$ cat src/hw/aes_stream_pkg.sv
`default_nettype none

package aes_stream_pkg;

        // ====================
        // Widths and depth
        // ====================
        localparam int WORD_W          = 32;
        localparam int WORDS_PER_BLOCK = 4;
        localparam int BLOCK_W         = WORD_W * WORDS_PER_BLOCK;

        // Longest frame is one full RAM
        localparam int RAM_DEPTH       = 16;
        localparam int ADDR_W          = $clog2(RAM_DEPTH);

        // ====================
        // Shared types
        // ====================
        typedef logic [WORD_W-1:0]  word_t;
        typedef logic [BLOCK_W-1:0] block_t;
        typedef logic [ADDR_W-1:0]  addr_t;
        // One extra bit so a full RAM (16 blocks) fits
        typedef logic [ADDR_W:0]    count_t;
        typedef logic [1:0]         word_idx_t;

endpackage

`default_nettype wire

$ cat src/hw/ram_if.sv
`default_nettype none

interface ram_if
        import aes_stream_pkg::*;
();

        // Write port
        logic   wr_en;
        addr_t  wr_addr;
        block_t wr_data;

        // Read port with data one cycle after rd_en
        logic   rd_en;
        addr_t  rd_addr;
        block_t rd_data;

        modport writer (output wr_en, wr_addr, wr_data);
        modport reader (output rd_en, rd_addr, input rd_data);
        modport ram (input wr_en, wr_addr, wr_data, rd_en, rd_addr, output rd_data);

endinterface

`default_nettype wire

$ cat src/hw/block_ram.sv
`default_nettype none

module block_ram
        import aes_stream_pkg::*;
(
        input wire logic s00_axis_aclk,
        ram_if.ram       bus
);

        block_t mem [RAM_DEPTH];

        // Write side
        always_ff @(posedge s00_axis_aclk) begin
                if (bus.wr_en) begin
                        mem[bus.wr_addr] <= bus.wr_data;
                end
        end

        // Registered read that holds its output between reads
        always_ff @(posedge s00_axis_aclk) begin
                if (bus.rd_en) begin
                        bus.rd_data <= mem[bus.rd_addr];
                end
        end

endmodule

`default_nettype wire

$ cat src/flat_wrapper.sv
// flat-port wrapper written by rule: the top's interface ports become plain ports
module block_ram_flat import aes_stream_pkg::*;
  (s00_axis_aclk, bus_wr_en, bus_wr_addr, bus_wr_data, bus_rd_en, bus_rd_addr, bus_rd_data);
  ram_if bus_i ();
  input wire logic s00_axis_aclk;
  input wire logic [$bits(bus_i.wr_en)-1:0] bus_wr_en;
  input wire logic [$bits(bus_i.wr_addr)-1:0] bus_wr_addr;
  input wire logic [$bits(bus_i.wr_data)-1:0] bus_wr_data;
  input wire logic [$bits(bus_i.rd_en)-1:0] bus_rd_en;
  input wire logic [$bits(bus_i.rd_addr)-1:0] bus_rd_addr;
  output wire logic [$bits(bus_i.rd_data)-1:0] bus_rd_data;
  assign bus_i.wr_en = bus_wr_en;
  assign bus_i.wr_addr = bus_wr_addr;
  assign bus_i.wr_data = bus_wr_data;
  assign bus_i.rd_en = bus_rd_en;
  assign bus_i.rd_addr = bus_rd_addr;
  assign bus_rd_data = bus_i.rd_data;
  block_ram u_core (.s00_axis_aclk(s00_axis_aclk), .bus(bus_i));
endmodule
$ cat config.mk
export PLATFORM = sky130hd
export DESIGN_NAME = block_ram_flat
export DESIGN_NICKNAME = d
export VERILOG_FILES = /design/src/hw/aes_stream_pkg.sv /design/src/hw/ram_if.sv /design/src/hw/block_ram.sv /design/src/flat_wrapper.sv
export SDC_FILE = /design/constraint.sdc
export NUM_CORES = 1
export LEC_CHECK = 0
export ABC_AREA = 1
export BUFFER_PORTS_ARGS = -buffer_cell sky130_fd_sc_hd__buf_2
export CELL_PAD_IN_SITES_DETAIL_PLACEMENT = 1
export CELL_PAD_IN_SITES_GLOBAL_PLACEMENT = 2
export CORE_MARGIN = 4
export CORE_UTILIZATION = 46
export CTS_BUF_LIST = sky130_fd_sc_hd__clkbuf_8 sky130_fd_sc_hd__clkbuf_16
export CTS_CLUSTER_DIAMETER = 200
export DETAILED_ROUTE_END_ITERATION = 8
export PLACE_DENSITY = 0.93
export SKIP_LAST_GASP = 1
export SLEW_MARGIN = 10
export SYNTH_ARGS = -nofsm -noshare
export SYNTH_HDL_FRONTEND = slang
export SYNTH_SLANG_ARGS = --single-unit
$ cat constraint.sdc
create_clock -name s00_axis_aclk -period 11.7 [get_ports s00_axis_aclk]
set_clock_uncertainty 0.05 [all_clocks]
set_input_delay 1.17 -clock s00_axis_aclk [delete_from_list [all_inputs] [get_ports s00_axis_aclk]]
set_output_delay 1.17 -clock s00_axis_aclk [all_outputs]
set_load 0.02 [all_outputs]
# Word-level counts from Yosys, hierarchy flattened
# Memory sizes are Yosys's and may differ from the RTL's. A register that Yosys moved wholly into a read port is not among the register bits.
# Cells that the tools add are included.
# word_totals
regBits	0
mem_bits_rw	2048
inputBits	139
output_inout_bits	128
elab_cells	3
mem_count	1
# memory_table
name	words	word_bits	read_ports	rd_clocked_by_memory_dff	write_ports	line_no	text
u_core.mem	16	128	1	1	1	block_ram.sv:10	block_t mem [RAM_DEPTH];
# op_classes
n_mux	2
# op_table
operator	count
$mux 1	2

# Logic depth before layout (Yosys ltp)
# logic_depth
ltp_word	2
mapped_depth	10

# Worst setup path after synthesis
# Ideal clock, no wire load.
# synth_timing
path_kind	input -> register
start	input bus_wr_addr[2]
end	memory u_core.mem[10][0] (netlist name), enable pin
setup_time_ns	0.617
arrival_time_ns	6.704
path_slack_ns	4.329
path_stages	2
path_buffers	0
path_cell_list	nand3b_1 -> nor2_1
# synth_lines
element	line_no	text
from (decl)	flat_wrapper.sv:7	input wire logic [$bits(bus_i.wr_addr)-1:0] bus_wr_addr;
to (decl)	block_ram.sv:10	
# Straight into the memory's write port.

==> metrics.txt <==
max_slew headroom between 10 and 15%; startpoint type of the worst setup path input port; Total Power 16700 uW; r2r setup slk around 10 ns; Core Area between 0.15 and 0.2 mm^2; first-pass GRT wire length around 400000 um; final setup vio count 0; Register-to-Register Path Depth 6; CTS Sinks between 2000 and 2500; DR iter-0 viols 5975; Final Hold Fails 0; clock buffer depth 3; Tcrit/Tclk final 38.0%; setup_tns 0 ns; Worst Hold Launch bus_wr_data[111]; Post-synth EDFFs approximately 2200; most frequent cells in the layout nand2_1 (2802), edfxtp_1 (2176), nand3_1 (1478), inv_1 (880), buf_2 (261); max cap viols 0; Data arrival, critical path between 4 and 5 ns; CP Capture Type register; Post-CTS Hold Buffers 0; Peak Freq roughly 0.22 GHz; layout cells sized above 1 under 10%; area added between synthesis and finish 11.5%; post-DR vias/cell around 5.6; total gr overflow 0; post-synthesis sequential area ratio 73.6%; GPL Wtd Cong around 0.74; FF-to-FF End u_core.bus.rd_data[11]; YS warnings 0; synth top area cells edfxtp_1 (74%), nand2_1 (12%), nand3_1 (8.3%), inv_1 (3.6%), buf_2 (1.4%); syn_area_per_cell about 11 um^2; average wire per standard cell 25.1 um; syn nets a little under 8000; clock-pin slew on the worst setup and hold paths approximately 0.07 ns; DP HPWL 134000 um; IO buf count roughly 270; peak supply drop around 0.00016 V; TritonCTS clock tree done; Ports between 200 and 300; WHS Endpoint u_core.mem[9][111]; post-CTS sizing 0; Cells on Worst Hold Path 1; LEAKAGE around 0.04 uW; min setup slack post-route 7.25 ns; most common cell after layout, fill and taps aside nand2_1; Placed Area between 0.09 and 0.1 mm^2; Tmin final approximately 4.4 ns; synthesis-stage register bit count 2176; # rows 160; DR DRC count 0; Die H between 400 and 500 um; number of global-route vias before repair around 64000; number of routed nets with antenna violations 0; Least-Margin Pin Slew between 1 and 1.5 ns; H-tree depth 4; die area approximately 0.2 mm^2; layout net count around 8100; Mapped Cells 7762; Initial Util 46.5%; die width between 400 and 500 um; wirelength, routed ~270000 um; initial antenna violation count between 50 and 60; max-slew violations 0; Vias between 50000 and 60000; CP required roughly 12 ns; pre-CTS setup slack roughly 6.6 ns; Synth async-reset ratio 0%; status complete, no violations; Primary FF master, synth edfxtp_1; postcts setup bufs 0; root buffer cell clkbuf_16; Worst-Skew Late Latency between 0.8 and 0.9 ns; largest net degree at the start of global routing between 200 and 250; total CTS buffers ~220; post-synth top area share around 74%; Hold Crit Class in2reg; unrepaired setup endpoints after global routing no; Pwr Density between 150 and 200 mW/mm^2; drt pass-1 iters 5; worst reg2reg path startpoint u_core.mem[4][11]; post-synthesis cell area 0.0887 mm^2; Yosys top cell by area edfxtp_1; Final Core Density between 50 and 60%; final instance area slightly below 0.1 mm^2; CP Max Fanout 193; Total GRT Usage roughly a quarter; kind of critical path in2reg; Netlist cell types 13
-- metrics by stage --
stage	std cells	hold slack [ns]
2_1_floorplan	7762	0.633
3_3_place_gp	10200	0.651
3_5_place_dp	10200	0.673
4_1_cts	10600	0.552
5_1_grt	10600	0.600
6_report	10600	0.626
-- layer usage --
metal | share of wire [%] | track usage [%] | routed length [um]
met1 | 40 | 34.4 | 108000
met2 | 50 | 45.6 | 134000
met5 | 0.041 | 0 | 109
met4 | 3.2 | 9.22 | 8500
met3 | 6.2 | 3.91 | 16600
-- cell type report --
type	instances	area [um^2]
well taps	2511	3140
flip-flops and latches	2176	65300
inverters	853	3230
multi-input cells	4308	18200
repair buffers	357	2160
fillers	19900	92000
clock inverters	180	1310
clock buffers	221	5530
diodes	26	65.1
-- flip-flops by register name, indices dropped and copies added, names as in the netlist --
name and flops:
u_core.mem 2048, u_core.bus.rd_data 128
-- worst max path at each step --
stage	startpoint	to	slack, ns	cells past startpoint
6_report	bus_rd_addr[0]	u_core.bus.rd_data[11]	7.25	9
5_1_grt	bus_rd_addr[0]	u_core.bus.rd_data[12]	7.08	9
4_1_cts	bus_rd_addr[0]	u_core.bus.rd_data[11]	7.45	9
3_5_place_dp	bus_rd_addr[0]	u_core.bus.rd_data[11]	6.55	9
3_3_place_gp	bus_rd_addr[0]	u_core.bus.rd_data[12]	6.64	9
2_1_floorplan	bus_wr_addr[2]	u_core.mem[10][0]	4.33	2
-- where the power goes --
group | switching, uW | total, uW | internal (uW) | leakage, uW
Clock | 2960 | 6760 | 3800 | 0.00347
Combinational | 788 | 1040 | 248 | 0.0162
Sequential | 72.0 | 8860 | 8780 | 0.0198
-- Yosys cell counts, types with 6 or more instances --
library cell  count
nand2_1        2802
nor2_1           17
buf_2           257
buf_6             6
or2_2             9
inv_1           851
edfxtp_1       2176
buf_4            47
clkbuf_1         90
buf_1            25
nand3_1        1478
-- cell families after synthesis --
logic type / after synthesis / synth area share [%]
buffers and inverters: 1278 / 6.02
AND/OR/NAND/NOR: 4308 / 20.3
flip-flops: 2176 / 73.6
-- worst max-delay path, stage by stage --
cell	delay, ns
buf_8	0.20
inv_8	0.76
buf_12	0.68
buf_4	1.01
nand2_1	0.15
nand3_1	0.16
nand3_1	0.13
nand3_1	0.13
nand2_1	0.13
Power figures use the tool's default switching activity.
