### src/hw/aes_stream_pkg.sv
`default_nettype none

package aes_stream_pkg;

        // ====================
        // Widths and depth
        // ====================
        localparam int WORD_W          = 32;
        localparam int WORDS_PER_BLOCK = 4;
        localparam int BLOCK_W         = WORD_W * WORDS_PER_BLOCK;

        // Longest frame is one full RAM
        localparam int RAM_DEPTH       = 16;
        localparam int ADDR_W          = $clog2(RAM_DEPTH);

        // ====================
        // Shared types
        // ====================
        typedef logic [WORD_W-1:0]  word_t;
        typedef logic [BLOCK_W-1:0] block_t;
        typedef logic [ADDR_W-1:0]  addr_t;
        // One extra bit so a full RAM (16 blocks) fits
        typedef logic [ADDR_W:0]    count_t;
        typedef logic [1:0]         word_idx_t;

endpackage

`default_nettype wire

### src/hw/ram_if.sv
`default_nettype none

interface ram_if
        import aes_stream_pkg::*;
();

        // Write port
        logic   wr_en;
        addr_t  wr_addr;
        block_t wr_data;

        // Read port with data one cycle after rd_en
        logic   rd_en;
        addr_t  rd_addr;
        block_t rd_data;

        modport writer (output wr_en, wr_addr, wr_data);
        modport reader (output rd_en, rd_addr, input rd_data);
        modport ram (input wr_en, wr_addr, wr_data, rd_en, rd_addr, output rd_data);

endinterface

`default_nettype wire

### src/hw/rx_deframer.sv
`default_nettype none

module rx_deframer
        import aes_stream_pkg::*;
(
        input wire logic  s00_axis_aclk,
        input wire logic  reset,
        input wire word_t s00_axis_tdata,
        input wire logic  s00_axis_tvalid,
        input wire logic  s00_axis_tlast,
        output logic      s00_axis_tready,
        input wire logic  rx_req,
        output logic      rx_ack,
        output word_t     frame_key,
        output count_t    frame_blocks,
        ram_if.writer     ram
);

        logic      accept;
        logic      have_key;
        logic      done;
        logic      block_end;
        logic      closing;
        word_idx_t word_idx;
        addr_t     blk_addr;
        block_t    block_reg;

        assign s00_axis_tready = rx_req && !done;
        assign accept          = s00_axis_tvalid && s00_axis_tready;

        // TLAST only counts on the last word of a block
        assign block_end = have_key && (word_idx == word_idx_t'(WORDS_PER_BLOCK - 1));
        assign closing   = block_end && (s00_axis_tlast || blk_addr == addr_t'(RAM_DEPTH - 1));

        assign ram.wr_data = block_reg;

        // ====================
        // Frame control
        // ====================
        always_ff @(posedge s00_axis_aclk) begin
                if (reset) begin
                        have_key  <= 1'b0;
                        done      <= 1'b0;
                        word_idx  <= '0;
                        blk_addr  <= '0;
                        ram.wr_en <= 1'b0;
                        rx_ack    <= 1'b0;
                end else begin
                        ram.wr_en <= 1'b0;
                        if (!rx_req) begin
                                done   <= 1'b0;
                                rx_ack <= 1'b0;
                        end else if (ram.wr_en && done) begin
                                // Closing block is now in the RAM
                                rx_ack <= 1'b1;
                        end
                        if (accept) begin
                                if (!have_key) begin
                                        have_key <= 1'b1;
                                end else begin
                                        word_idx <= word_idx + 1'b1;
                                        if (block_end) begin
                                                ram.wr_en <= 1'b1;
                                                blk_addr  <= blk_addr + 1'b1;
                                        end
                                        if (closing) begin
                                                done     <= 1'b1;
                                                have_key <= 1'b0;
                                                blk_addr <= '0;
                                        end
                                end
                        end
                end
        end

        // ====================
        // Payload capture
        // ====================
        always_ff @(posedge s00_axis_aclk) begin
                if (accept && !have_key) begin
                        frame_key <= s00_axis_tdata;
                end
                // First word ends up most significant
                if (accept && have_key) begin
                        block_reg <= {block_reg[BLOCK_W-WORD_W-1:0], s00_axis_tdata};
                end
                if (accept && block_end) begin
                        ram.wr_addr <= blk_addr;
                end
                if (accept && closing) begin
                        frame_blocks <= count_t'(blk_addr) + 1'b1;
                end
        end

endmodule

`default_nettype wire

### src/flat_wrapper.sv
// flat-port wrapper written by rule: the top's interface ports become plain ports
module rx_deframer_flat import aes_stream_pkg::*;
  (s00_axis_aclk, reset, s00_axis_tdata, s00_axis_tvalid, s00_axis_tlast, s00_axis_tready, rx_req, rx_ack, frame_key, frame_blocks, ram_wr_en, ram_wr_addr, ram_wr_data);
  ram_if ram_i ();
  input wire logic s00_axis_aclk;
  input wire logic reset;
  input wire word_t s00_axis_tdata;
  input wire logic s00_axis_tvalid;
  input wire logic s00_axis_tlast;
  output logic s00_axis_tready;
  input wire logic rx_req;
  output logic rx_ack;
  output word_t frame_key;
  output count_t frame_blocks;
  output wire logic [$bits(ram_i.wr_en)-1:0] ram_wr_en;
  output wire logic [$bits(ram_i.wr_addr)-1:0] ram_wr_addr;
  output wire logic [$bits(ram_i.wr_data)-1:0] ram_wr_data;
  assign ram_wr_en = ram_i.wr_en;
  assign ram_wr_addr = ram_i.wr_addr;
  assign ram_wr_data = ram_i.wr_data;
  rx_deframer u_core (.s00_axis_aclk(s00_axis_aclk), .reset(reset), .s00_axis_tdata(s00_axis_tdata), .s00_axis_tvalid(s00_axis_tvalid), .s00_axis_tlast(s00_axis_tlast), .s00_axis_tready(s00_axis_tready), .rx_req(rx_req), .rx_ack(rx_ack), .frame_key(frame_key), .frame_blocks(frame_blocks), .ram(ram_i));
endmodule
### config.mk
export PLATFORM = sky130hd
export DESIGN_NAME = rx_deframer_flat
export DESIGN_NICKNAME = d
export VERILOG_FILES = /design/src/hw/aes_stream_pkg.sv /design/src/hw/ram_if.sv /design/src/hw/rx_deframer.sv /design/src/flat_wrapper.sv
export SDC_FILE = /design/constraint.sdc
export NUM_CORES = 1
export LEC_CHECK = 0
export CAP_MARGIN = 20
export CORE_AREA = 5 5 118 109
export DETAILED_ROUTE_END_ITERATION = 6
export DIE_AREA = 0 0 123 114
export DONT_BUFFER_PORTS = 1
export MAX_ROUTING_LAYER = met4
export PLACE_DENSITY = 0.67
export SKIP_LAST_GASP = 1
export SYNTH_ARGS = -nofsm -noshare
export SYNTH_HDL_FRONTEND = slang
export SYNTH_SLANG_ARGS = --single-unit
export TNS_END_PERCENT = 30
### constraint.sdc
create_clock -name s00_axis_aclk -period 6.39 [get_ports s00_axis_aclk]
set_input_delay 0.3195 -clock s00_axis_aclk [delete_from_list [all_inputs] [get_ports s00_axis_aclk]]
set_output_delay 0.3195 -clock s00_axis_aclk [all_outputs]
set_load 0.005 [all_outputs]
# After elaboration in Yosys (flattened, before gate mapping)
# Index checks and enable logic that the tools add are counted.
dict set report classes {
  n_bitwise 3
  n_eq_ne 2
  muxes 9
  n_addsub 3
  reduce_logical 17
}
# op n
set op_table {}
lappend op_table {{$logic_and 1x1->1} 9}
lappend op_table {{$mux 4} 2}
lappend op_table {{$mux 1} 7}
lappend op_table {{$add 4x1->5 const B} 1}
lappend op_table {{$add 4x1->4 const B} 1}
lappend op_table {{$eq 4x4->1 const B} 1}
lappend op_table {{$not 1->1} 3}
lappend op_table {{$reduce_and 3->1} 1}
lappend op_table {{$reduce_or 3->1} 1}
lappend op_table {{$add 2x1->2 const B} 1}
lappend op_table {{$eq 2x2->1 const B} 1}
lappend op_table {{$logic_not 1->1} 2}
lappend op_table {{$reduce_and 2->1} 1}
lappend op_table {{$reduce_bool 2->1} 1}
lappend op_table {{$reduce_or 2->1} 1}
lappend op_table {{$logic_or 1x1->1} 1}
dict set report totals {
  inputBits 37
  register_bits 179
  out_inout_bits 172
  word_cells 44
}

# Depth between registers and ports, before layout
dict set report logic_depth {
  depth_word 6
  depth_mapped 5
  depth_no_buf 5
}

# Worst setup path after synthesis
# Ideal clock, no wire load.
dict set report synth_timing {
  kind {register to register}
  from {register u_core.have_key}
  to {register u_core.block_reg[0] (netlist: u_core.ram.wr_data[0]) (enable)}
  period_less_slack_ns 3.594
  n_path_buf 1
  t_arrival_ns 3.114
  required_ns 5.909
  stages_incl_launch_ff 4
  setup_time_ns 0.481
  path_slack_ns 2.796
  path_cell_list {dfxtp_1 > buf_4 > nand4b_1 > inv_1}
}
dict set report synth_between {
  elab_chain_len 1
}
# item line_no
set synth_rtl {}
lappend synth_rtl {{from (decl)} rx_deframer.sv:20} ;# logic have_key;
lappend synth_rtl {{from (signal assigned)} rx_deframer.sv:42} ;# have_key <= 1'b0;
lappend synth_rtl {{from (signal assigned)} rx_deframer.sv:59} ;# have_key <= 1'b1;
lappend synth_rtl {{from (signal assigned)} rx_deframer.sv:68} ;# have_key <= 1'b0;
lappend synth_rtl {{$logic_and 1x1->1} rx_deframer.sv:84} ;# if (accept && have_key) begin
lappend synth_rtl {{to (signal assigned)} rx_deframer.sv:85} ;# block_reg <= {block_reg[BLOCK_W-WORD_W-1:0], s00_axis_tdata};
lappend synth_rtl {{to (decl)} rx_deframer.sv:26} ;# block_t block_reg;
# Every way passes these cells.
# A chain may end at the register's enable or synchronous reset.

# Final worst setup path
dict set report layout_timing {
  from {register u_core.have_key}
  to {register u_core.block_reg[72] (netlist: u_core.ram.wr_data[72]) (enable)}
}
# Same word-level chain as after synthesis.

==> impl_results.md <==
* Total number of vias at 2288
* Worst setup SP type: register
* Mapped Avg Cell Area at 24.6 µm²
* H-tree depth at 4
* Worst Hold Launch: rx_req
* Initial drt markers at 242
* Final Worst Setup Slack at 3.75 ns
* Final setup vio count at 0
* Ant diodes at 0
* Ports at 209
* Postcts setup bufs at 0
* TNS Setup at 0 ns
* EDFF count, synth at 169
* Final Critical Period at 2.64 ns
* Setup CP Type: register to register
* Port Buffer Count at 0
* Post-route antenna net violation count at 0
* Reg2Reg Launch Point: u_core.have_key$_SDFFE_PP0N_
* Area Overhead vs Synth at 18.9%
* Fin Hold WS at 0.0665 ns
* Vias in the first global route at 2323
* R2r setup slk at 3.75 ns
* Status: finished, final reports clean
* Global placement routability congestion at 0.864
* Share of layout cells above drive strength 1 at 12.7%
* Placed cell count at 386
* Largest net degree at the start of global routing at 80
* Syn nets at 266
* CP endpoint kind: register
* Core area at 11600 µm²
* HPWL after DPL at 6670 µm
* Worst Setup SP: u_core.have_key$_SDFFE_PP0N_
* Cell taking the most area after synthesis: edfxtp_1
* Gr usage total at 14.5%
* Slew HR at 35.6%
* Most numerous cell in the Yosys netlist: edfxtp_1
* Skew final at 0.00684 ns
* Commonest cells post-synth: 169 x edfxtp_1, 10 x dfxtp_1, 5 x a21oi_1, 5 x nor2_1
* Main synth FF type: edfxtp_1
* Die Wd at 123 µm
* Via-per-instance ratio at 5.07
* FMAX at 379 MHz
* Post-Synthesis Cell Area at 5590 µm²
* Root Buffer: clkbuf_16
* Number of distinct library cells after synthesis at 29
* Row cnt at 38
* Worst-Margin Slew at 0.967 ns
* Non-Filler Instances at 451
* Final slew viol count at 0
* CP arrival at 2.67 ns
* DRC viols at 0
* Worst slack, placed at 3.76 ns
* Starting Density at 48.0%
* CTS tree: yes
* Max_cap viols at 0
* Grt total ovfl at 0
* CP required at 6.42 ns
* Number of CTS-inserted buffers at 17
* Avg WL per Cell at 22.3 µm
* First-pass GRT wire length at 14000 µm
* Area share of the leading cell type in the synthesized netlist at 90.8%
* Async SR Flop Fraction at 0%
* Worst IR Drop VDD at 0.000199 V
* Routed WL at 10100 µm
* Die ar. at 14000 µm²
* Sequential share of the synthesized area at 94.3%
* Initial antenna violation count at 0
* Unrepaired setup endpoints after global routing: false
* YS warnings at 0
* Synth top area cells: edfxtp_1 91%, dfxtp_1 3.6%, a21oi_1 0.45%
* Final hold vios at 0
* Final cycle utilization of the critical path at 41.3%
* Worst-skew pair later-pin latency at 0.42 ns
* Sink Count at 179
* Clk slew on worst S/H paths at 0.06 ns
* Layout Nets at 317
* Final core utilization at 57.1%
* Seq cells post-synth at 179
* Crit path max fanout at 79
* DRT Pass-1 Iters at 4
* Clock Tree Buf Depth at 2
* Cell count after synthesis at 227
* P_leak at 2.15 nW
* Hold WC Path Type: input pin to register
* Chip height at 114 µm
* Pwr per Cell Area at 343 nW/µm²
## path summary, 6_finish.rpt
check                                                        end  cells past startpoint
worst max register to register  u_core.ram.wr_data[72]$_DFFE_PP_                      3
worst min-delay path                      u_core.done$_SDFF_PP0_                      2
worst max-delay path            u_core.ram.wr_data[72]$_DFFE_PP_                      3
worst min register to register   u_core.word_idx[1]$_SDFFE_PP0P_                      2
## cell usage in the layout (no fill, tap or decap), types with 2 or more instances in the layout
cell / count
edfxtp_1: 169
dlygate4sd3_1: 33
clkbuf_16: 17
dfxtp_1: 10
nor2_1: 5
a21oi_1: 5
clkinv_2: 4
clkbuf_1: 4
nand4_1: 3
o21ai_0: 3
clkinvlp_4: 3
xor2_1: 2
inv_1: 2
nand3_1: 2
nor3_1: 2
nand2_1: 2
nor3b_1: 2
ha_1: 2
clkinv_1: 2
## report_power, final
group	switching, W	leakage (nW)	internal [W]
registers	0.0000153	1.62	0.00130
logic	0.0000212	0.274	0.0000159
clock network	0.000394	0.252	0.000531
## layout make-up
class	instances	area, µm²
sequential	179	5280
inverter	4	17.5
tap	160	200
clock buffer	21	440
timing repair buffer	34	338
fill	862	5000
multi-input combinational	42	288
clock inverter	11	88.8
## sequential cells by signal (all words and copies together) (netlist names)
name                 cells
u_core.ram.wr_data     128
u_core.done              1
u_core.frame_blocks      5
u_core.rx_ack            1
u_core.word_idx          2
u_core.ram.wr_addr       4
u_core.ram.wr_en         1
u_core.frame_key        32
u_core.blk_addr          4
u_core.have_key          1
## per-layer routing
| metal | track usage [%] | up-vias | routed length (µm) |
|---|---|---|---|
| met5 | - | - | 0 |
| met4 | 5.31 | 0 | 128 |
| met3 | 9.67 | 12 | 1320 |
| met2 | 23.4 | 135 | 5190 |
| met1 | 13.7 | 1136 | 3430 |
| li1 | - | 1005 | - |
## metrics by stage
| step | area, µm² | power (W) |
|---|---|---|
| floorplan | 5590 | 0.00135 |
| global placement | 5790 | 0.00136 |
| detailed placement | 5790 | 0.00136 |
| CTS | 6650 | 0.00230 |
| global route | 6650 | 0.00236 |
| finish | 6650 | 0.00228 |
## critical path, stage by stage, from the launching register on
cell      delay (ns)
dfxtp_1         0.48
nand4b_1        0.29
inv_4           0.53
buf_4           0.82
## timing repair
item                                   in CTS  in global routing
gates resized for setup                     0                  0
hold buffers                               33                  0
endpoints found under the hold margin      73                  0
## cell families after synthesis
kind of cell,after synthesis,synth area share [%]
AOI/OAI and AO/OA,12,1.28
adders and majority gates,2,0.447
and+or+nand+nor,25,2.93
buffers and inverters,6,0.537
xor gates and xnor gates,3,0.470
DFF,179,94.3
Note: power is estimated with default switching activity, not from simulation.
