===== src/hw/aes_stream_pkg.sv =====
`default_nettype none

package aes_stream_pkg;

        // ====================
        // Widths and depth
        // ====================
        localparam int WORD_W          = 32;
        localparam int WORDS_PER_BLOCK = 4;
        localparam int BLOCK_W         = WORD_W * WORDS_PER_BLOCK;

        // Longest frame is one full RAM
        localparam int RAM_DEPTH       = 16;
        localparam int ADDR_W          = $clog2(RAM_DEPTH);

        // ====================
        // Shared types
        // ====================
        typedef logic [WORD_W-1:0]  word_t;
        typedef logic [BLOCK_W-1:0] block_t;
        typedef logic [ADDR_W-1:0]  addr_t;
        // One extra bit so a full RAM (16 blocks) fits
        typedef logic [ADDR_W:0]    count_t;
        typedef logic [1:0]         word_idx_t;

endpackage

`default_nettype wire


===== src/hw/ram_if.sv =====
`default_nettype none

interface ram_if
        import aes_stream_pkg::*;
();

        // Write port
        logic   wr_en;
        addr_t  wr_addr;
        block_t wr_data;

        // Read port with data one cycle after rd_en
        logic   rd_en;
        addr_t  rd_addr;
        block_t rd_data;

        modport writer (output wr_en, wr_addr, wr_data);
        modport reader (output rd_en, rd_addr, input rd_data);
        modport ram (input wr_en, wr_addr, wr_data, rd_en, rd_addr, output rd_data);

endinterface

`default_nettype wire


===== src/hw/tx_serializer.sv =====
`default_nettype none

module tx_serializer
        import aes_stream_pkg::*;
(
        input wire logic   s00_axis_aclk,
        input wire logic   reset,
        input wire logic   tx_req,
        output logic       tx_ack,
        input wire count_t frame_blocks,
        ram_if.reader      src,
        output word_t      m00_axis_tdata,
        output logic       m00_axis_tvalid,
        output logic       m00_axis_tlast,
        input wire logic   m00_axis_tready
);

        typedef enum logic [1:0] {
                TX_IDLE,
                TX_WAIT,
                TX_LOAD,
                TX_SEND
        } tx_state_t;

        tx_state_t state;
        block_t    shift_reg;
        word_idx_t word_idx;
        addr_t     blk_idx;
        logic      xfer;
        logic      block_end;
        logic      last_word;

        assign m00_axis_tdata = shift_reg[BLOCK_W-1 -: WORD_W];
        assign xfer           = m00_axis_tvalid && m00_axis_tready;
        assign block_end      = (word_idx == word_idx_t'(WORDS_PER_BLOCK - 1));
        assign last_word      = block_end && (count_t'(blk_idx) == frame_blocks - 1'b1);
        assign m00_axis_tlast = last_word;

        // ====================
        // Sequencing
        // ====================
        always_ff @(posedge s00_axis_aclk) begin
                if (reset) begin
                        state           <= TX_IDLE;
                        m00_axis_tvalid <= 1'b0;
                        tx_ack          <= 1'b0;
                        src.rd_en       <= 1'b0;
                        word_idx        <= '0;
                        blk_idx         <= '0;
                end else begin
                        src.rd_en <= 1'b0;
                        if (!tx_req) begin
                                tx_ack <= 1'b0;
                        end
                        case (state)
                                TX_IDLE: begin
                                        if (tx_req && !tx_ack) begin
                                                src.rd_en <= 1'b1;
                                                state     <= TX_WAIT;
                                        end
                                end
                                TX_WAIT: state <= TX_LOAD;
                                // Block 0 is on rd_data while block 1 is fetched
                                TX_LOAD: begin
                                        src.rd_en       <= 1'b1;
                                        m00_axis_tvalid <= 1'b1;
                                        word_idx        <= '0;
                                        blk_idx         <= '0;
                                        state           <= TX_SEND;
                                end
                                TX_SEND: begin
                                        if (xfer) begin
                                                word_idx <= word_idx + 1'b1;
                                                if (last_word) begin
                                                        m00_axis_tvalid <= 1'b0;
                                                        tx_ack          <= 1'b1;
                                                        state           <= TX_IDLE;
                                                end else if (block_end) begin
                                                        blk_idx   <= blk_idx + 1'b1;
                                                        src.rd_en <= 1'b1;
                                                end
                                        end
                                end
                                default: state <= TX_IDLE;
                        endcase
                end
        end

        // ====================
        // Word shifter
        // ====================
        always_ff @(posedge s00_axis_aclk) begin
                if (state == TX_IDLE) begin
                        src.rd_addr <= '0;
                end else if (state == TX_LOAD) begin
                        src.rd_addr <= src.rd_addr + 1'b1;
                end else if (xfer && block_end) begin
                        src.rd_addr <= blk_idx + addr_t'(2);
                end
                if (state == TX_LOAD || (xfer && block_end)) begin
                        shift_reg <= src.rd_data;
                end else if (xfer) begin
                        shift_reg <= shift_reg << WORD_W;
                end
        end

endmodule

`default_nettype wire


===== src/flat_wrapper.sv =====
// flat-port wrapper written by rule: the top's interface ports become plain ports
module tx_serializer_flat import aes_stream_pkg::*;
  (s00_axis_aclk, reset, tx_req, tx_ack, frame_blocks, m00_axis_tdata, m00_axis_tvalid, m00_axis_tlast, m00_axis_tready, src_rd_en, src_rd_addr, src_rd_data);
  ram_if src_i ();
  input wire logic s00_axis_aclk;
  input wire logic reset;
  input wire logic tx_req;
  output logic tx_ack;
  input wire count_t frame_blocks;
  output word_t m00_axis_tdata;
  output logic m00_axis_tvalid;
  output logic m00_axis_tlast;
  input wire logic m00_axis_tready;
  output wire logic [$bits(src_i.rd_en)-1:0] src_rd_en;
  output wire logic [$bits(src_i.rd_addr)-1:0] src_rd_addr;
  input wire logic [$bits(src_i.rd_data)-1:0] src_rd_data;
  assign src_rd_en = src_i.rd_en;
  assign src_rd_addr = src_i.rd_addr;
  assign src_i.rd_data = src_rd_data;
  tx_serializer u_core (.s00_axis_aclk(s00_axis_aclk), .reset(reset), .tx_req(tx_req), .tx_ack(tx_ack), .frame_blocks(frame_blocks), .src(src_i), .m00_axis_tdata(m00_axis_tdata), .m00_axis_tvalid(m00_axis_tvalid), .m00_axis_tlast(m00_axis_tlast), .m00_axis_tready(m00_axis_tready));
endmodule

===== config.mk =====
export PLATFORM = sky130hd
export DESIGN_NAME = tx_serializer_flat
export DESIGN_NICKNAME = d
export VERILOG_FILES = /design/src/hw/aes_stream_pkg.sv /design/src/hw/ram_if.sv /design/src/hw/tx_serializer.sv /design/src/flat_wrapper.sv
export SDC_FILE = /design/constraint.sdc
export NUM_CORES = 1
export LEC_CHECK = 0
export BUFFER_PORTS_ARGS = -buffer_cell sky130_fd_sc_hd__buf_2
export CORE_MARGIN = 2
export CORE_UTILIZATION = 47
export CTS_CLUSTER_DIAMETER = 50
export CTS_CLUSTER_SIZE = 16
export DETAILED_ROUTE_END_ITERATION = 16
export PLACE_DENSITY = 0.83
export SLEW_MARGIN = 40
export SYNTH_ARGS = -nofsm -noshare
export SYNTH_HDL_FRONTEND = slang
export SYNTH_SLANG_ARGS = --single-unit

===== constraint.sdc =====
create_clock -name s00_axis_aclk -period 3.8 [get_ports s00_axis_aclk]
set_input_delay 0.76 -clock s00_axis_aclk [delete_from_list [all_inputs] [get_ports s00_axis_aclk]]
set_output_delay 0.76 -clock s00_axis_aclk [all_outputs]
set_load 0.05 [all_outputs]

Yosys cells after proc, flatten, opt, wreduce, memory -nomap -nowiden
Index checks and enable logic that the tools add are counted.
Widths: inputs -> output; s select.
- logic and storage cells: 63
- register bits after elaboration: 143
- output and inout bits: 40
- input bits: 137
- mux-type cells: 26
- add/subtract/negate cells: 5
- reduce and logical (&&, ||, !) cells: 14
- equality and inequality tests: 10
- operators with widths (kind ; count):
    $mux 128 ; 2
    $mux 4 ; 5
    $mux 1 ; 10
    $add 4x1->4 const B ; 2
    $mux 2 ; 4
    $pmux 2 s4 ; 1
    $pmux 4 s2 ; 1
    $eq 2x2->1 const B ; 3
    $ne 2x1->1 const B ; 3
    $reduce_and 3->1 ; 2
    $reduce_bool 2->1 ; 3
    $eq 4x5->1 ; 1
    $sub 5x1->5 const B ; 1
    $add 4x2->4 const B ; 1
    $logic_and 1x1->1 ; 4
    $ne 2x2->1 const B ; 2
    $pmux 2 s2 ; 1
    $reduce_and 4->1 ; 1
    $pmux 1 s3 ; 1
    $add 2x1->2 const B ; 1
    $eq 2x1->1 const B ; 1
    $logic_not 2->1 ; 1
    $pmux 1 s2 ; 1
    $reduce_and 2->1 ; 1
    2 further kinds ; 2

Logic depth before layout (Yosys ltp)
- depth after elaboration: 6
- mapped depth: 8
- mapped depth without buffers: 7

Worst setup path before layout
No wires, ideal clock.
- kind: reg-to-reg
- from: reg u_core.state[0]
- to: reg u_core.shift_reg[0], enable pin
- path buffers: 1
- library setup time: 0.486 ns
- cell stages (with the launch flop): 5
- data required time: 3.314 ns
- path slack: -0.242 ns
- clock period less this slack: 4.042 ns
- arrival: 3.556 ns
- path through: dfxtp_1 > inv_1 > ha_1 > clkbuf_1 > a21o_1
- cells in the longest elaborated chain, start to end: 3
- ends and longest elaborated chain (element ; line ; source):
    start, declared ; tx_serializer.sv:25 ; tx_state_t state;
    start signal, assigned ; tx_serializer.sv:44 ; state <= TX_IDLE;
    start signal, assigned ; tx_serializer.sv:59 ; state <= TX_WAIT;
    start signal, assigned ; tx_serializer.sv:62 ; TX_WAIT: state <= TX_LOAD;
    $eq 2x2->1 ; tx_serializer.sv:100 ; if (state == TX_LOAD || (xfer && block_end)) begin
    $logic_or 1x1->1 ; tx_serializer.sv:100 ;
    $reduce_bool 2->1 (no line) ; n/a ;
    end signal, assigned ; tx_serializer.sv:101 ; shift_reg <= src.rd_data;
    end signal, assigned ; tx_serializer.sv:103 ; shift_reg <= shift_reg << WORD_W;
    end, declared ; tx_serializer.sv:26 ; block_t shift_reg;
No other way between the ends.
A chain may end at the register's enable or synchronous reset.

Worst setup path after layout
- from: in frame_blocks[0]
- to: out m00_axis_tlast
- cells in the longest elaborated chain, start to end: 3
- ends and longest elaborated chain (element ; line ; source):
    start, declared ; flat_wrapper.sv:9 ; input wire count_t frame_blocks;
    $sub 5x1->5 ; tx_serializer.sv:36 ; assign last_word = block_end && (count_t'(blk_idx) == frame_blocks - 1'b1);
    $eq 4x5->1 ; tx_serializer.sv:36 ;
    $logic_and 1x1->1 ; tx_serializer.sv:36 ;
    end, declared ; flat_wrapper.sv:12 ; output logic m00_axis_tlast;
No other way between the ends.

==> flow_summary_export.csv <==
group,metric,value,unit
timing,finalHoldViolCount,0,
setup_path,crit_path_start_kind,"input port",
die,die_h,121,um
setup_path,crit_type,"input port to primary output",
clock_tree,clk_latency,0.41,ns
setup_path,reg2reg_from,"u_core.state[0]",
clock_tree,htreeDepth,4,
synthesis,synth.yosys.warnings,0,
synthesis,synth-seq-cells,143,
synthesis,synth_edf_count,128,
cells_and_area,area_delta_synth_final,22.9,%
setup_path,endpoint_kind,"primary output",
global_routing,gr-usage-all-layers,16.9,%
setup_path,worstRegToRegCells,6,
synthesis,synth-xor-area-share,0.680,%
clock_tree,cts_tree,"yes",
synthesis,synth_simple_gate_area_share,6.78,%
synthesis,seq_area_frac_synth,64.4,%
synthesis,syn_nets,573,
clock_tree,cts_resized,0,
cells_and_area,largest_register_ffs,128,
global_routing,antenna_found_initial,0,
placement,dpl.hpwl,8420,um
cells_and_area,instances_no_fill,766,
die,num_rows,42,
run,drv_cap,0,
timing,fmax,0.324,GHz
setup_path,arrival,2.33,ns
worst_hold_path,whs_endpoint,"u_core.tx_ack",
die,die_w,121,um
timing,tightest_slew,0.710,ns
setup_path,r2r_slack,1.28,ns
timing,fin_skew,0.00639,ns
timing,rsz0062_at_grt,"false",
timing,relSlewSlack,52.7,%
clock_tree,clk_pin_slew_worst_paths,0.06,ns
synthesis,synthAdderAreaFrac,1.94,%
synthesis,ys_types,46,
synthesis,synth_top_family_by_area,"multiplexers",
detailed_routing,vias,3922,
die,core,13300,sq um
detailed_routing,first_pass_iters,4,
placement,routabilityCongestion,0.847,
clock_tree,clock-sinks,143,
die,start_util,48.4,%
synthesis,yosys.area.top_type,"edfxtp_1",
synthesis,synth-async-reset-ratio,0,%
timing,period_minus_slack,3.09,ns
die,io_pins,177,
pwr,peakVddDrop,500,uV
setup_path,cp_max_fo,12,
detailed_routing,viasPerCell,5.12,
timing,tns,0,ns
clock_tree,postCtsSetupBuffers,0,
pwr,power.density,824,nW/um^2
detailed_routing,drcViolationCount,0,
synthesis,netlist_area,6440,sq um
synthesis,synth-main-ff-cell,"edfxtp_1",
timing,setup_ws,0.710,ns
global_routing,grt_start_max_net_pins,54,
worst_hold_path,min_path_type,"flop to flop",
worst_hold_path,hp-start,"u_core.tx_ack",
cells_and_area,multi_input_comb_area,1960,sq um
global_routing,gr-total-overflow,0,
synthesis,synth_area_per_cell,15.1,sq um
cells_and_area,num_antenna_cells,0,
clock_tree,cts_hold_buf,0,
cells_and_area,fill_cells,1061,
cells_and_area,register_area,4140,sq um
cells_and_area,nNetsFinal,724,
synthesis,yosysTopAreaCellShare,59.7,%
timing,fin_crit_sh,81.3,%
clock_tree,cts_buffer_depth,2,
detailed_routing,wire_per_inst,15.8,um
cells_and_area,final_layout_size_suffix_gt1_share,52.2,%
global_routing,grt_pass1_vias,3947,
clock_tree,cts-root-buf,"clkbuf_16",
setup_path,r2r_end,"u_core.shift_reg[46]",
pwr,power_leakage,3.08,nW
detailed_routing,antenna_left,0,
synthesis,synth-compound-area-share,3.69,%
placement,pre_cts_ws,0.728,ns
worst_hold_path,hold_depth,2,
die,die_area,14700,sq um
placement,io_buffers,176,
setup_path,cp.required,3.04,ns
cells_and_area,final_util,59.5,%
placement,place_inst,733,
synthesis,synth.area.mux_share,16.9,%
timing,maxSlewViolCount,0,
global_routing,grt_pass1_wl,18900,um
detailed_routing,wl,12100,um
detailed_routing,drt_iter0_markers,194,
timing,finalSetupViolCount,0,
synthesis,syn_inst,426,
status,outcome,"complete, no violations",
clock_tree,cts_buffers,17,
synthesis,synthTopCellsByArea,"edfxtp_1, mux2_2, dfxtp_1, buf_4, nor2b_1",
-- stage by stage --
| stage | total power (W) | hold WS [ns] | area, sq um |
|---|---|---|---|
| 6_report | 0.00652 | 0.508 | 7920 |
| 5_1_grt | 0.00685 | 0.557 | 7920 |
| 4_1_cts | 0.00656 | 0.518 | 7890 |
| 3_5_place_dp | 0.00498 | 0.505 | 7330 |
| 3_3_place_gp | 0.00489 | 0.485 | 7330 |
| 2_1_floorplan | 0.00458 | 0.470 | 6440 |
-- area by class of cell --
class,count,share of cell area [%]
Clock inverter,6,1.11
Timing Repair Buffer,183,12.7
Sequential cell,143,52.4
Multi-Input combinational cell,223,24.7
Clock buffer,26,5.93
Tap cell,176,2.78
Inverter,9,0.427
-- layout by cell type (no fill, tap or decap), types with 2 or more instances in the layout --
cell type   netlist  routed
nor2b_1          34      34
a21oi_1          15      15
dfxtp_1          15      15
clkbuf_1         12       8
o211ai_1          3       3
mux2_2           96      96
nand2_1           5       5
o21ai_0           2       2
nor3_1            2       2
clkbuf_16         0      17
nand2b_1          4       4
buf_2             6     176
a211oi_1          2       2
and3_1            2       2
buf_4            32       2
nand3_1           3       3
bufinv_16         0       2
buf_12            0       4
xnor2_1           3       3
ha_1             10      10
xor2_1            2       2
a22oi_1           2       2
or4_1             2       2
nor2_1           14      14
edfxtp_1        128     128
inv_1             9       9
clkinvlp_4        0       3
-- power breakdown --
group	internal (W)	leakage [nW]	switching [W]	total [W]
Sequential	0.00260	1.31	0.000145	0.00275
Clock	0.000983	0.259	0.000586	0.00157
Combinational	0.000868	1.51	0.00134	0.00221
Total	0.00445	3.08	0.00207	0.00652
-- worst max path at each step --
stage / start / endpoint / cells past startpoint
after CTS: frame_blocks[0] / m00_axis_tlast / 8
after global placement: frame_blocks[0] / m00_axis_tlast / 8
after detailed placement: frame_blocks[0] / m00_axis_tlast / 8
after global routing: frame_blocks[0] / m00_axis_tlast / 8
final: frame_blocks[0] / m00_axis_tlast / 8
after floorplan: u_core.state[0] / u_core.shift_reg[0] / 4
-- synthesized netlist by cell type, types with 2 or more instances --
master / instances
inv_1: 9
buf_2: 6
nor2_1: 14
o211ai_1: 3
ha_1: 10
dfxtp_1: 15
nand3_1: 3
or4_1: 2
nor3_1: 2
a21oi_1: 15
edfxtp_1: 128
clkbuf_1: 12
xnor2_1: 3
a22oi_1: 2
and3_1: 2
a211oi_1: 2
nand2b_1: 4
xor2_1: 2
buf_4: 32
nand2_1: 5
mux2_2: 96
nor2b_1: 34
o21ai_0: 2
-- cell families (layout without fill, tap and decap cells) --
kind of cell,Yosys count,count (layout)
AO/OA/AOI/OAI,36,36
XOR/XNOR,5,5
adder cells (fa/ha/maj),10,10
buffers and inverters,60,224
flip-flops,143,143
multiplexers,97,97
AND/OR/NAND/NOR,75,75
-- metal layers --
layer / global-route usage (%) / part of all wire [%] / vias to the layer above
met1: 20.2 / 40 / 1872
met4: 8.43 / 2.9 / 0
met5: 0 / 0 / -
met3: 5.69 / 7.7 / 33
li1: - / - / 1860
met2: 27.4 / 50 / 157
-- critical path: stages --
cell	delay [ns]
buf_2	0.12
inv_1	0.05
ha_1	0.17
nor4bb_1	0.31
a311o_1	0.19
and4_4	0.30
and2_2	0.17
buf_2	0.26
No activity file was read; power rests on OpenSTA's default activity.
