`config.mk`:
```
export PLATFORM = sky130hd
export DESIGN_NAME = frame_control
export DESIGN_NICKNAME = d
export VERILOG_FILES = /design/src/hw/frame_control.sv
export SDC_FILE = /design/constraint.sdc
export NUM_CORES = 1
export LEC_CHECK = 0
export ABC_AREA = 1
export BUFFER_PORTS_ARGS = -buffer_cell sky130_fd_sc_hd__buf_2
export CORE_AREA = 3 3 40 42
export CTS_BUF_LIST = sky130_fd_sc_hd__clkbuf_4
export DETAILED_ROUTE_END_ITERATION = 7
export DIE_AREA = 0 0 43 45
export PLACE_DENSITY = 0.38
export SLEW_MARGIN = 20
export SYNTH_ARGS = -nofsm -noshare
export SYNTH_HDL_FRONTEND = slang
export SYNTH_SLANG_ARGS = --single-unit
```
`constraint.sdc`:
```
create_clock -name s00_axis_aclk -period 1.5 [get_ports s00_axis_aclk]
set_input_delay 0.15 -clock s00_axis_aclk [delete_from_list [all_inputs] [get_ports s00_axis_aclk]]
set_output_delay 0.15 -clock s00_axis_aclk [all_outputs]
set_load 0.05 [all_outputs]
```
`src/hw/frame_control.sv`:
```
`default_nettype none

module frame_control (
        input wire logic s00_axis_aclk,
        input wire logic reset,
        output logic     rx_req,
        input wire logic rx_ack,
        output logic     eng_req,
        input wire logic eng_ack,
        output logic     tx_req,
        input wire logic tx_ack
);

        typedef enum logic [1:0] {
                RECEIVE,
                PROCESS,
                SEND,
                RELEASE
        } frame_state_t;

        frame_state_t state;

        // Each req rises once its ack is low and drops when the ack rises
        always_ff @(posedge s00_axis_aclk) begin
                if (reset) begin
                        state   <= RECEIVE;
                        rx_req  <= 1'b0;
                        eng_req <= 1'b0;
                        tx_req  <= 1'b0;
                end else begin
                        case (state)
                                RECEIVE: begin
                                        if (rx_req && rx_ack) begin
                                                rx_req <= 1'b0;
                                                state  <= PROCESS;
                                        end else if (!rx_ack) begin
                                                rx_req <= 1'b1;
                                        end
                                end
                                PROCESS: begin
                                        if (eng_req && eng_ack) begin
                                                eng_req <= 1'b0;
                                                state   <= SEND;
                                        end else if (!eng_ack) begin
                                                eng_req <= 1'b1;
                                        end
                                end
                                SEND: begin
                                        if (tx_req && tx_ack) begin
                                                tx_req <= 1'b0;
                                                state  <= RELEASE;
                                        end else if (!tx_ack) begin
                                                tx_req <= 1'b1;
                                        end
                                end
                                // Hold off the next frame until the sender lets go
                                RELEASE: begin
                                        if (!tx_ack) begin
                                                state <= RECEIVE;
                                        end
                                end
                                default: state <= RECEIVE;
                        endcase
                end
        end

endmodule

`default_nettype wire

```
# After elaboration in Yosys (flattened, before gate mapping)
# Cells that the tools add are included.
# W data, S select, Z words.
# totals
reg_bits	5
latch_bits	0
ramBits	0
mem_bits_ro	0
in_bits	5
out_inout_bits	3
elab_cells	33
memories	0
# classes
n_addsub	0
mul	0
div	0
order_cmp	0
eq_ne	10
shift	0
n_mux	11
bitwise_logic	0
reduce_logical	8
# op_table
op	n
$mux W2	4
$ne A2 B2 Y1 const B	4
$pmux W2 S4	1
$mux W1	6
$ne A2 B1 Y1 const B	3
$reduce_and A2 Y1	3
$eq A2 B2 Y1 const B	2
$reduce_and A4 Y1	1
$logic_and A1 B1 Y1	3
$eq A2 B1 Y1 const B	1
$logic_not A2 Y1	1

# Depth between registers and ports, before layout
# Gate-level depths: netlist (run 1).
# logic_depth
ltp_word	3
depth_mapped	8
ltp_nobuf	8

# Worst setup path after synthesis (run 1)
# Ideal clock, no wire load.
# synth_path
path_type	register to register
from	reg tx_req
to	reg state[0]
setup_time_ps	113
arrival_ps	1095
t_required_ps	1387
slack_ps	292
path_stages_with_launch	8
n_path_buf	0
synth_period_minus_slack_ps	1208
cell_sequence	dfxtp_1 > nand2_1 > nand2_1 > nand2_2 > nor2_4 > nand2_1 > nand2_1 > nor2_1
# synth_between
elab_chain_cells	3
# synth_rtl
item	line_no	text
from (decl)	10	output logic tx_req,
from (signal assigned)	29	tx_req <= 1'b0;
from (signal assigned)	50	tx_req <= 1'b0;
from (signal assigned)	53	tx_req <= 1'b1;
$logic_and A1 B1 Y1	49	if (tx_req && tx_ack) begin
$ne A2 B2 Y1 (no line)	n/a	
$reduce_and A4 Y1 (no line)	n/a	
to (signal assigned)	51	state <= RELEASE;
to (signal assigned)	59	state <= RECEIVE;
to (signal assigned)	62	default: state <= RECEIVE;
to (decl)	21	frame_state_t state;
# Every way passes these cells.
# A chain may end at the register's enable or synchronous reset.

# Worst setup path after layout (run 1)
# layout_path
from	reg state[0]
to	reg state[0]
# layout_between
elab_chain_cells	3
elab_cells_between_ends	10
cone_classes	eq/ne (7); mux (1); reduce/logical (2)
# layout_rtl
item	line_no	text
from (signal assigned)	26	state <= RECEIVE;
from (signal assigned)	35	state <= PROCESS;
from (signal assigned)	43	state <= SEND;
$eq A2 B2 Y1 (tied with other cells)	31	case (state)
$ne A2 B2 Y1 (no line)	n/a	
$reduce_and A4 Y1 (no line)	n/a	
# Parallel ways exist; a longest one is shown, timed or not.

==> flow_summary.toml, run 1 <==
[clock_tree]
ctsResizeCount = 0
cts-root-buf = "clkbuf_4"
clock_sinks = 5
cts_buffers = 3
post_cts_buffers = 0
clk_latency_ns = 0.24
path_clk_slew_ns = 0.04
clock_path_buffers = 2
cts_hold_buf = 0
cts_tree = "yes"
cts-htree-levels = 1

[cells_and_area]
multiInputGateArea_um2 = 174
mostFrequentLayoutCell = "nand2_1"
diodes = 0
post_route_cells_drive_above_1_share_pct = 26.0
area_growth_pct = 29.0
stdcell_count = 65
finish.utilization_pct = 29.0
n_fill_cell = 140
layout_common_cells = "12 x nand2_1, 7 x buf_2, 5 x nor2_1, 5 x ha_1, 5 x dfxtp_1"
fin_nets = 61
seqCellArea_um2 = 100

[routing]
drt_iter0_markers = 2
drc_errors = 0
vias_per_cell = 3.88
via_count = 252
routedWlPerCell_um = 8.15
drt-pass1-iter-count = 2
ant_nets = 0
wl_um = 530

[logic_synthesis]
ys_types = 9
synthesis.area_um2 = 289
synth_cells = 39
synthTopCellsByArea = "dfxtp_1 35%, ha_1 22%, nand2_1 16%"
netlist.top_cell.by_area = "dfxtp_1"
avgSynthCellArea_um2 = 7.41
yosysWarnings = 0
ys_seq_elements = 5
syn-num-nets = 49
seq_area_frac_synth_pct = 34.6
synth_top_area_share_pct = 34.6

[sta]
min_period_ns = 1.27
setup_violations = 0
fin_hold_ws_ns = 0.0931
worstMarginPinSlew_ns = 0.247
maxSlewViolCount = 0
relSlewSlack_pct = 83.6
max_freq_mhz = 788
final.setup.tns_ns = 0
finalCritPeriodShare_pct = 84.6
fin_skew_ns = 0.000455
rsz0062_at_grt = "no"
setup_slack_ns = 0.232
hold_violations = 0

[grt]
grt_max_degree = 6
grt_usage_pct = 6.49
grt_overflow = 0
antenna_found_initial = 0
grt_pass1_vias = 217
grt_pass1_wl_um = 828

[floorplanning]
die_h_um = 45
dieArea_um2 = 1940
fp-row-count = 13
start_util_pct = 22.5
dieWidth_um = 43
core-area_um2 = 1280
num_io_pins = 8

[setup_path]
cp.required_ns = 1.63
path_class = "flip-flop to flip-flop"
worstPathArrival_ns = 1.40
critPathCaptureType = "flip-flop"
path_max_fanout = 4
crit_path_start_kind = "flip-flop"

[place]
dp.cells = 61
port_buffers = 7
preCtsSetupSlack_ns = 0.223
gp_congestion = 0.708
dp_hpwl_um = 422

[worst_hold_path]
hold_path_class = "input pin to flip-flop"

[power_and_ir_drop]
peakVddDrop_uv = 603
powerDensity_nw_per_um2 = 2040
leakage_nw = 0.192

[status]
status = "finished clean"

[flow_run]
maxCapViolCount = 0
==> through the flow <==
| stage | area, um^2 | power, W |
|---|---|---|
| after floorplan | 289 | 0.000520 |
| after global placement | 343 | 0.000599 |
| after detailed placement | 343 | 0.000597 |
| after CTS | 373 | 0.000777 |
| after global routing | 373 | 0.000834 |
| final | 373 | 0.000760 |
==> synth_stat cells (all sizes together) <==
cell,instances
nand2,13
nor2,6
dfxtp,5
ha,5
inv,4
a21oi,3
o21ai,3
==> layout make-up <==
cell class | count | share of cell area, %
clock buffer | 4 | 8.05
inverter | 4 | 4.03
multi-input combinational | 30 | 46.6
sequential | 5 | 26.8
tap | 15 | 5.03
timing repair buffer | 7 | 9.40
==> power breakdown <==
group | switching [W] | leakage, nW | internal (W)
Sequential | 0.0000378 | 0.0413 | 0.000182
Clock | 0.0000532 | 0.0184 | 0.000118
Combinational | 0.000253 | 0.132 | 0.000116
==> kinds of logic after synthesis <==
kind of cell	synth area share [%]
and+or+nand+nor	28.1
AOI/OAI and AO/OA	10.4
adders and majority gates	21.6
DFF	34.6
buffers and inverters	5.19
==> worst paths after layout <==
kind | from | endpoint | slack (ns) | cells past startpoint
max | state[0] | state[0] | 0.23 | 8
min | eng_ack | eng_req | 0.09 | 2
max reg2reg | state[0] | state[0] | 0.23 | 8
min reg2reg | state[0] | state[0] | 0.53 | 2
==> worst max-delay path, stage by stage (launching register included) <==
cell and delay [ns]:
dfxtp_1 0.38, inv_1 0.10, ha_1 0.24, nand2_1 0.09
nand2_2 0.06, nor2_4 0.14, nand2_1 0.06, nand2_1 0.05
nor2_1 0.04
==> sequential cells by signal, indices dropped and copies added (netlist names) <==
register and flops:
tx_req 1, state 2, rx_req 1, eng_req 1
==> routing by layer <==
metal  vias up  GRT usage (%)  share of wire [%]
li1        143              -                  -
met1       100           6.73                 46
met2         9           8.38                 39
met3         0           7.57                 15
met4         0           1.81                  0
met5         -              0                  0
Note: power is estimated with default switching activity, not from simulation.
==> run 2: changes to the inputs <==
--- a/config.mk
+++ b/config.mk
@@ -11,7 +11,7 @@
 export CTS_BUF_LIST = sky130_fd_sc_hd__clkbuf_4
 export DETAILED_ROUTE_END_ITERATION = 7
 export DIE_AREA = 0 0 43 45
-export PLACE_DENSITY = 0.38
+export PLACE_DENSITY = 0.39
 export SLEW_MARGIN = 20
 export SYNTH_ARGS = -nofsm -noshare
 export SYNTH_HDL_FRONTEND = slang
==> constraint.sdc (replaced) <==
create_clock -name s00_axis_aclk -period 1.09 [get_ports s00_axis_aclk]
set_input_delay 0.109 -clock s00_axis_aclk [delete_from_list [all_inputs] [get_ports s00_axis_aclk]]
set_output_delay 0.109 -clock s00_axis_aclk [all_outputs]
set_load 0.05 [all_outputs]
==> run 2 against run 1 <==
Compared with the run above: the flow now finishes with violations (setup timing); largest cell class unchanged; via count is 15% higher; critical path type unchanged; power is 70% higher; setup slack worse by 0.25 ns; die area stayed put; clock power is 35% higher; largest power group unchanged; count of clock-buffer cells in the layout stayed put.
==> flow_summary.toml, run 2 (synthesis results as in run 1) <==
[status]
status = "finished, violations left"
violations = "setup timing"

[worst_hold_path]
hold_path_class = "input pin to flip-flop"

[cells_and_area]
finish.utilization_pct = 38.0
stdcell_count = 71
diodes = 0
final_area_um2 = 488
post_route_cells_drive_above_1_share_pct = 62.5
registers.top_by_ff_count = "state"
area_growth_pct = 68.8
fin_nets = 67
largest_reg_flops = 2
layout_common_cells = "7 x nand2_1, 7 x buf_2, 6 x nand2_2"

[flow_run]
maxCapViolCount = 0

[place]
dp_hpwl_um = 476
placed_cell_area_um2 = 389
gp_congestion = 0.742
preCtsSetupSlack_ns = -0.109
dp.cells = 66
port_buffers = 7

[floorplanning]
start_util_pct = 22.5
num_io_pins = 8
dieArea_um2 = 1940
fp-row-count = 13
dieWidth_um = 43
core-area_um2 = 1280
die_h_um = 45

[clock_tree]
cts_hold_buf = 0
cts-root-buf = "clkbuf_4"
clock_sinks = 5
clk_latency_ns = 0.24
cts_buffers = 3
cts_tree = "yes"
cts-htree-levels = 1
path_clk_slew_ns = 0.04
clock_path_buffers = 2

[grt]
grt_usage_pct = 7.90
grt_pass1_vias = 274
grt_overflow = 0
grt_max_degree = 6
antenna_found_initial = 0
grt_pass1_wl_mm = 1.07

[power_and_ir_drop]
finalPower_w = 0.00129
powerDensity_nw_per_um2 = 2650
leakage_nw = 0.224
peakVddDrop_uv = 1000

[sta]
setup_slack_ns = -0.0182
maxSlewViolCount = 0
hold_violations = 0
fin_skew_ns = 0.00208
worstMarginPinSlew_ns = 0.248
finalCritPeriodShare_pct = 102
rsz0062_at_grt = "yes"
min_period_ns = 1.11
relSlewSlack_pct = 83.6
max_freq_mhz = 902
setup_violations = 2

[routing]
wl_met2_um = 271
wl_um = 605
drt-pass1-iter-count = 2
vias_per_cell = 4.08
routedWlPerCell_um = 8.52
ant_nets = 0
drt-met1-wl_um = 255
via_count = 290
drc_errors = 0
dr.max_layer_used = "met3"
drt_iter0_markers = 2
wl_met3_um = 78

[setup_path]
cp.required_ns = 1.22
cp_slowest_stage_delay_ns = 0.33
crit_chain = "buf_6 > ha_4 > nand2_2 > nand2_2 > nor2_4 > nand2_1 > nand2_1 > nor2_1"
cp_slowest_cell = "dfxtp_2"
worstPathArrival_ns = 1.24
crit_path_start_kind = "flip-flop"
path_max_fanout = 4
path_class = "flip-flop to flip-flop"
critPathCaptureType = "flip-flop"
-- run 2: power by group --
part	internal (W)	switching [W]	leakage, nW
Sequential	0.000269	0.0000650	0.0433
Clock	0.000163	0.0000706	0.0184
Combinational	0.000303	0.000424	0.163
Total	0.000734	0.000559	0.224
-- run 2: timing repair --
| action | in CTS | in global routing |
|---|---|---|
| gates resized for setup | 13 | 4 |
| endpoints found under the setup margin | 3 | 3 |
| setup buffers | 1 | 0 |
| pin swaps | 9 | 1 |
-- run 2: area by class of cell --
class	count	area (um^2)
Clock buffer	4	30.0
Fill cell	138	797
Inverter	4	20.0
Multi-Input combinational cell	30	226
Sequential cell	5	109
Tap cell	15	18.8
Timing Repair Buffer	13	83.8
-- run 2: worst paths after layout --
| kind | from | endpoint | depth (start not counted) | slack (ns) |
|---|---|---|---|---|
| hold / removal | rx_ack | rx_req | 2 | 0.05 |
| setup reg to reg | state[1] | state[0] | 8 | -0.02 |
| hold reg to reg | state[0] | state[0] | 2 | 0.54 |
| setup / recovery | state[1] | state[0] | 8 | -0.02 |
-- run 2: worst max-delay path, delay by kind of cell (launching register included) --
family | cells | cell delay, ns
and+or+nand+nor | 6 | 0.40
buffers and inverters | 1 | 0.13
DFF | 1 | 0.33
adders and majority gates | 1 | 0.15
-- run 2: layer usage --
metal / up-vias / GRT usage (%)
met5: - / 0
met4: 0 / 1.81
met3: 0 / 7.97
met2: 9 / 11.1
met1: 127 / 8.41
li1: 154 / -
-- run 2: metrics by stage --
step | TNS (ns) | hold WS, ns
finish | -0.0282 | 0.0512
CTS | -0.0536 | 0.0399
detailed placement | -0.205 | 0.300
floorplan | 0 | 0.191
global placement | -0.182 | 0.296
global route | -0.196 | 0.0401
==> run 3: changes to the inputs <==
--- a/config.mk
+++ b/config.mk
@@ -11,7 +11,7 @@
 export CTS_BUF_LIST = sky130_fd_sc_hd__clkbuf_4
 export DETAILED_ROUTE_END_ITERATION = 7
 export DIE_AREA = 0 0 43 45
-export PLACE_DENSITY = 0.39
+export PLACE_DENSITY = 0.38
 export SLEW_MARGIN = 20
 export SYNTH_ARGS = -nofsm -noshare
 export SYNTH_HDL_FRONTEND = slang
==> constraint.sdc (replaced) <==
create_clock -name s00_axis_aclk -period 1.05 [get_ports s00_axis_aclk]
set_input_delay 0.105 -clock s00_axis_aclk [delete_from_list [all_inputs] [get_ports s00_axis_aclk]]
set_output_delay 0.105 -clock s00_axis_aclk [all_outputs]
set_load 0.05 [all_outputs]
==> run 3 against run 2 <==
Compared with the run above: combinational power is 1% higher; utilization is 0.88 points lower; hold slack worse by 0.0063 ns; wire length is 10% higher; non-clock buffer count is 2 lower; the run still ends with setup timing left; clock skew is 0.0019 ns higher; first-iteration DRC count is 100% lower; setup slack worse by 0.064 ns; clock power is 6% higher; sequential share of layout area is 1.6 points higher; flip-flop and latch count stayed put; maximum frequency is 2.1% lower.
==> flow_summary.toml, run 3 (synthesis results as in run 1) <==
[status]
status = "finished, violations left"
violations = "setup timing"

[cells_and_area]
n_fill_cell = 135
layout_common_cells = "7 x nand2_1, 7 x buf_2, 6 x nand2_2"
diodes = 0
fin_nets = 65
finish.utilization_pct = 37.1
post_route_cells_drive_above_1_share_pct = 61.1
largest_reg_flops = 2
registers.top_by_ff_count = "state"
area_growth_pct = 64.9
final_area_um2 = 477

[sta]
max_freq_mhz = 883
setup_slack_ns = -0.0822
finalCritPeriodShare_pct = 108
hold_violations = 0
final.setup.tns_ns = -0.140
rsz0062_at_grt = "yes"
setup_violations = 2
maxSlewViolCount = 0
worstMarginPinSlew_ns = 0.248
min_period_ns = 1.13
fin_skew_ns = 0.00400
relSlewSlack_pct = 83.6

[routing]
drc_errors = 0
drt-pass1-iter-count = 1
via_count = 287
drt_iter0_markers = 0
routedWlPerCell_um = 9.67
vias_per_cell = 4.16
ant_nets = 0
wl_um = 667

[place]
gp_congestion = 0.776
dp_hpwl_um = 486
preCtsSetupSlack_ns = -0.0910
port_buffers = 7
placed_cell_area_um2 = 392

[clock_tree]
cts-root-buf = "clkbuf_4"
clk_latency_ns = 0.24
cts_buffers = 3
cts_hold_buf = 0
cts_tree = "yes"
path_clk_slew_ns = 0.04
clock_path_buffers = 2
post_cts_buffers = 0
cts-htree-levels = 1
clock_sinks = 5

[floorplanning]
dieWidth_um = 43
dieArea_um2 = 1940
fp-row-count = 13
core-area_um2 = 1280
die_h_um = 45
start_util_pct = 22.5
num_io_pins = 8

[setup_path]
r2r_start = "state[1]"
startpoint = "state[1]"
regToRegEndpoint = "state[1]"
reg2reg_depth = 8
crit_path_start_kind = "flip-flop"
path_max_fanout = 4
r2r_slack_ns = -0.08
setup.worst_path.end = "state[1]"
cp.required_ns = 1.18
critPathCaptureType = "flip-flop"
path_class = "flip-flop to flip-flop"
worstPathArrival_ns = 1.26

[power_and_ir_drop]
peakVddDrop_uv = 1340
p_sw_share_pct = 44.4
powerDensity_nw_per_um2 = 2820
p_switching_w = 0.000598
p_int_w = 0.000749
combPwrFrac_pct = 54.5
seqPwrFrac_pct = 27.2
finalPower_w = 0.00135
clkPwrFrac_pct = 18.3
leakage_nw = 0.219

[grt]
grt_pass1_wl_mm = 1.15
grt_max_degree = 6
grt_usage_pct = 8.67
grt_pass1_vias = 278
antenna_found_initial = 0
grt_overflow = 0

[worst_hold_path]
hold_depth = 2
hold_path_class = "input pin to flip-flop"

[flow_run]
maxCapViolCount = 0
## run 3: per-stage QoR
stage / hold slack (ns) / cells
floorplan: 0.184 / 39
global route: 0.0291 / 69
finish: 0.0448 / 69
CTS: 0.0371 / 69
detailed placement: 0.293 / 65
global placement: 0.281 / 65
## run 3: cell type report
cell class,count,area [um^2],area share (%)
clock buffer,4,30.0,6.30
inverter,4,22.5,4.72
multi-input combinational,30,226,47.5
sequential,5,114,23.9
tap,15,18.8,3.94
timing repair buffer,11,65.1,13.6
## run 3: power groups by stage
stage                     Sequential (W)  Combinational, W  Clock, W
after global placement          0.000336          0.000634         0
after detailed placement        0.000339          0.000638         0
after CTS                       0.000364          0.000717  0.000259
after floorplan                 0.000484          0.000312         0
final                           0.000366          0.000734  0.000246
after global routing            0.000380          0.000823  0.000284
## run 3: worst min-delay path by stage
stage,start,to,slack [ns]
finish,rx_ack,rx_req,0.04
global route,rx_ack,rx_req,0.03
CTS,eng_ack,eng_req,0.04
detailed placement,eng_ack,eng_req,0.29
global placement,rx_ack,rx_req,0.28
floorplan,rx_ack,rx_req,0.18
## run 3: routing by layer
layer	wire, um	GRT usage [%]	share of wire (%)
met5	0	0	0
met4	7	1.81	1.0
met3	69	7.57	10
met2	355	14.1	53
met1	235	8.45	35
## run 3: what timing repair did
action,in CTS,in global routing
endpoints found under the setup margin,2,5
resized for setup,10,3
pin swaps,7,7
cloned,0,0
hold endpoints to repair,0,0
## run 3: critical path: stages (launching register included)
cell and delay, ns:
dfxtp_4 0.39, inv_6 0.05, ha_4 0.16, nand2_2 0.05, nand2_2 0.06, nor2_4 0.14
nand2_1 0.07, nand2_1 0.06, nor2_1 0.04
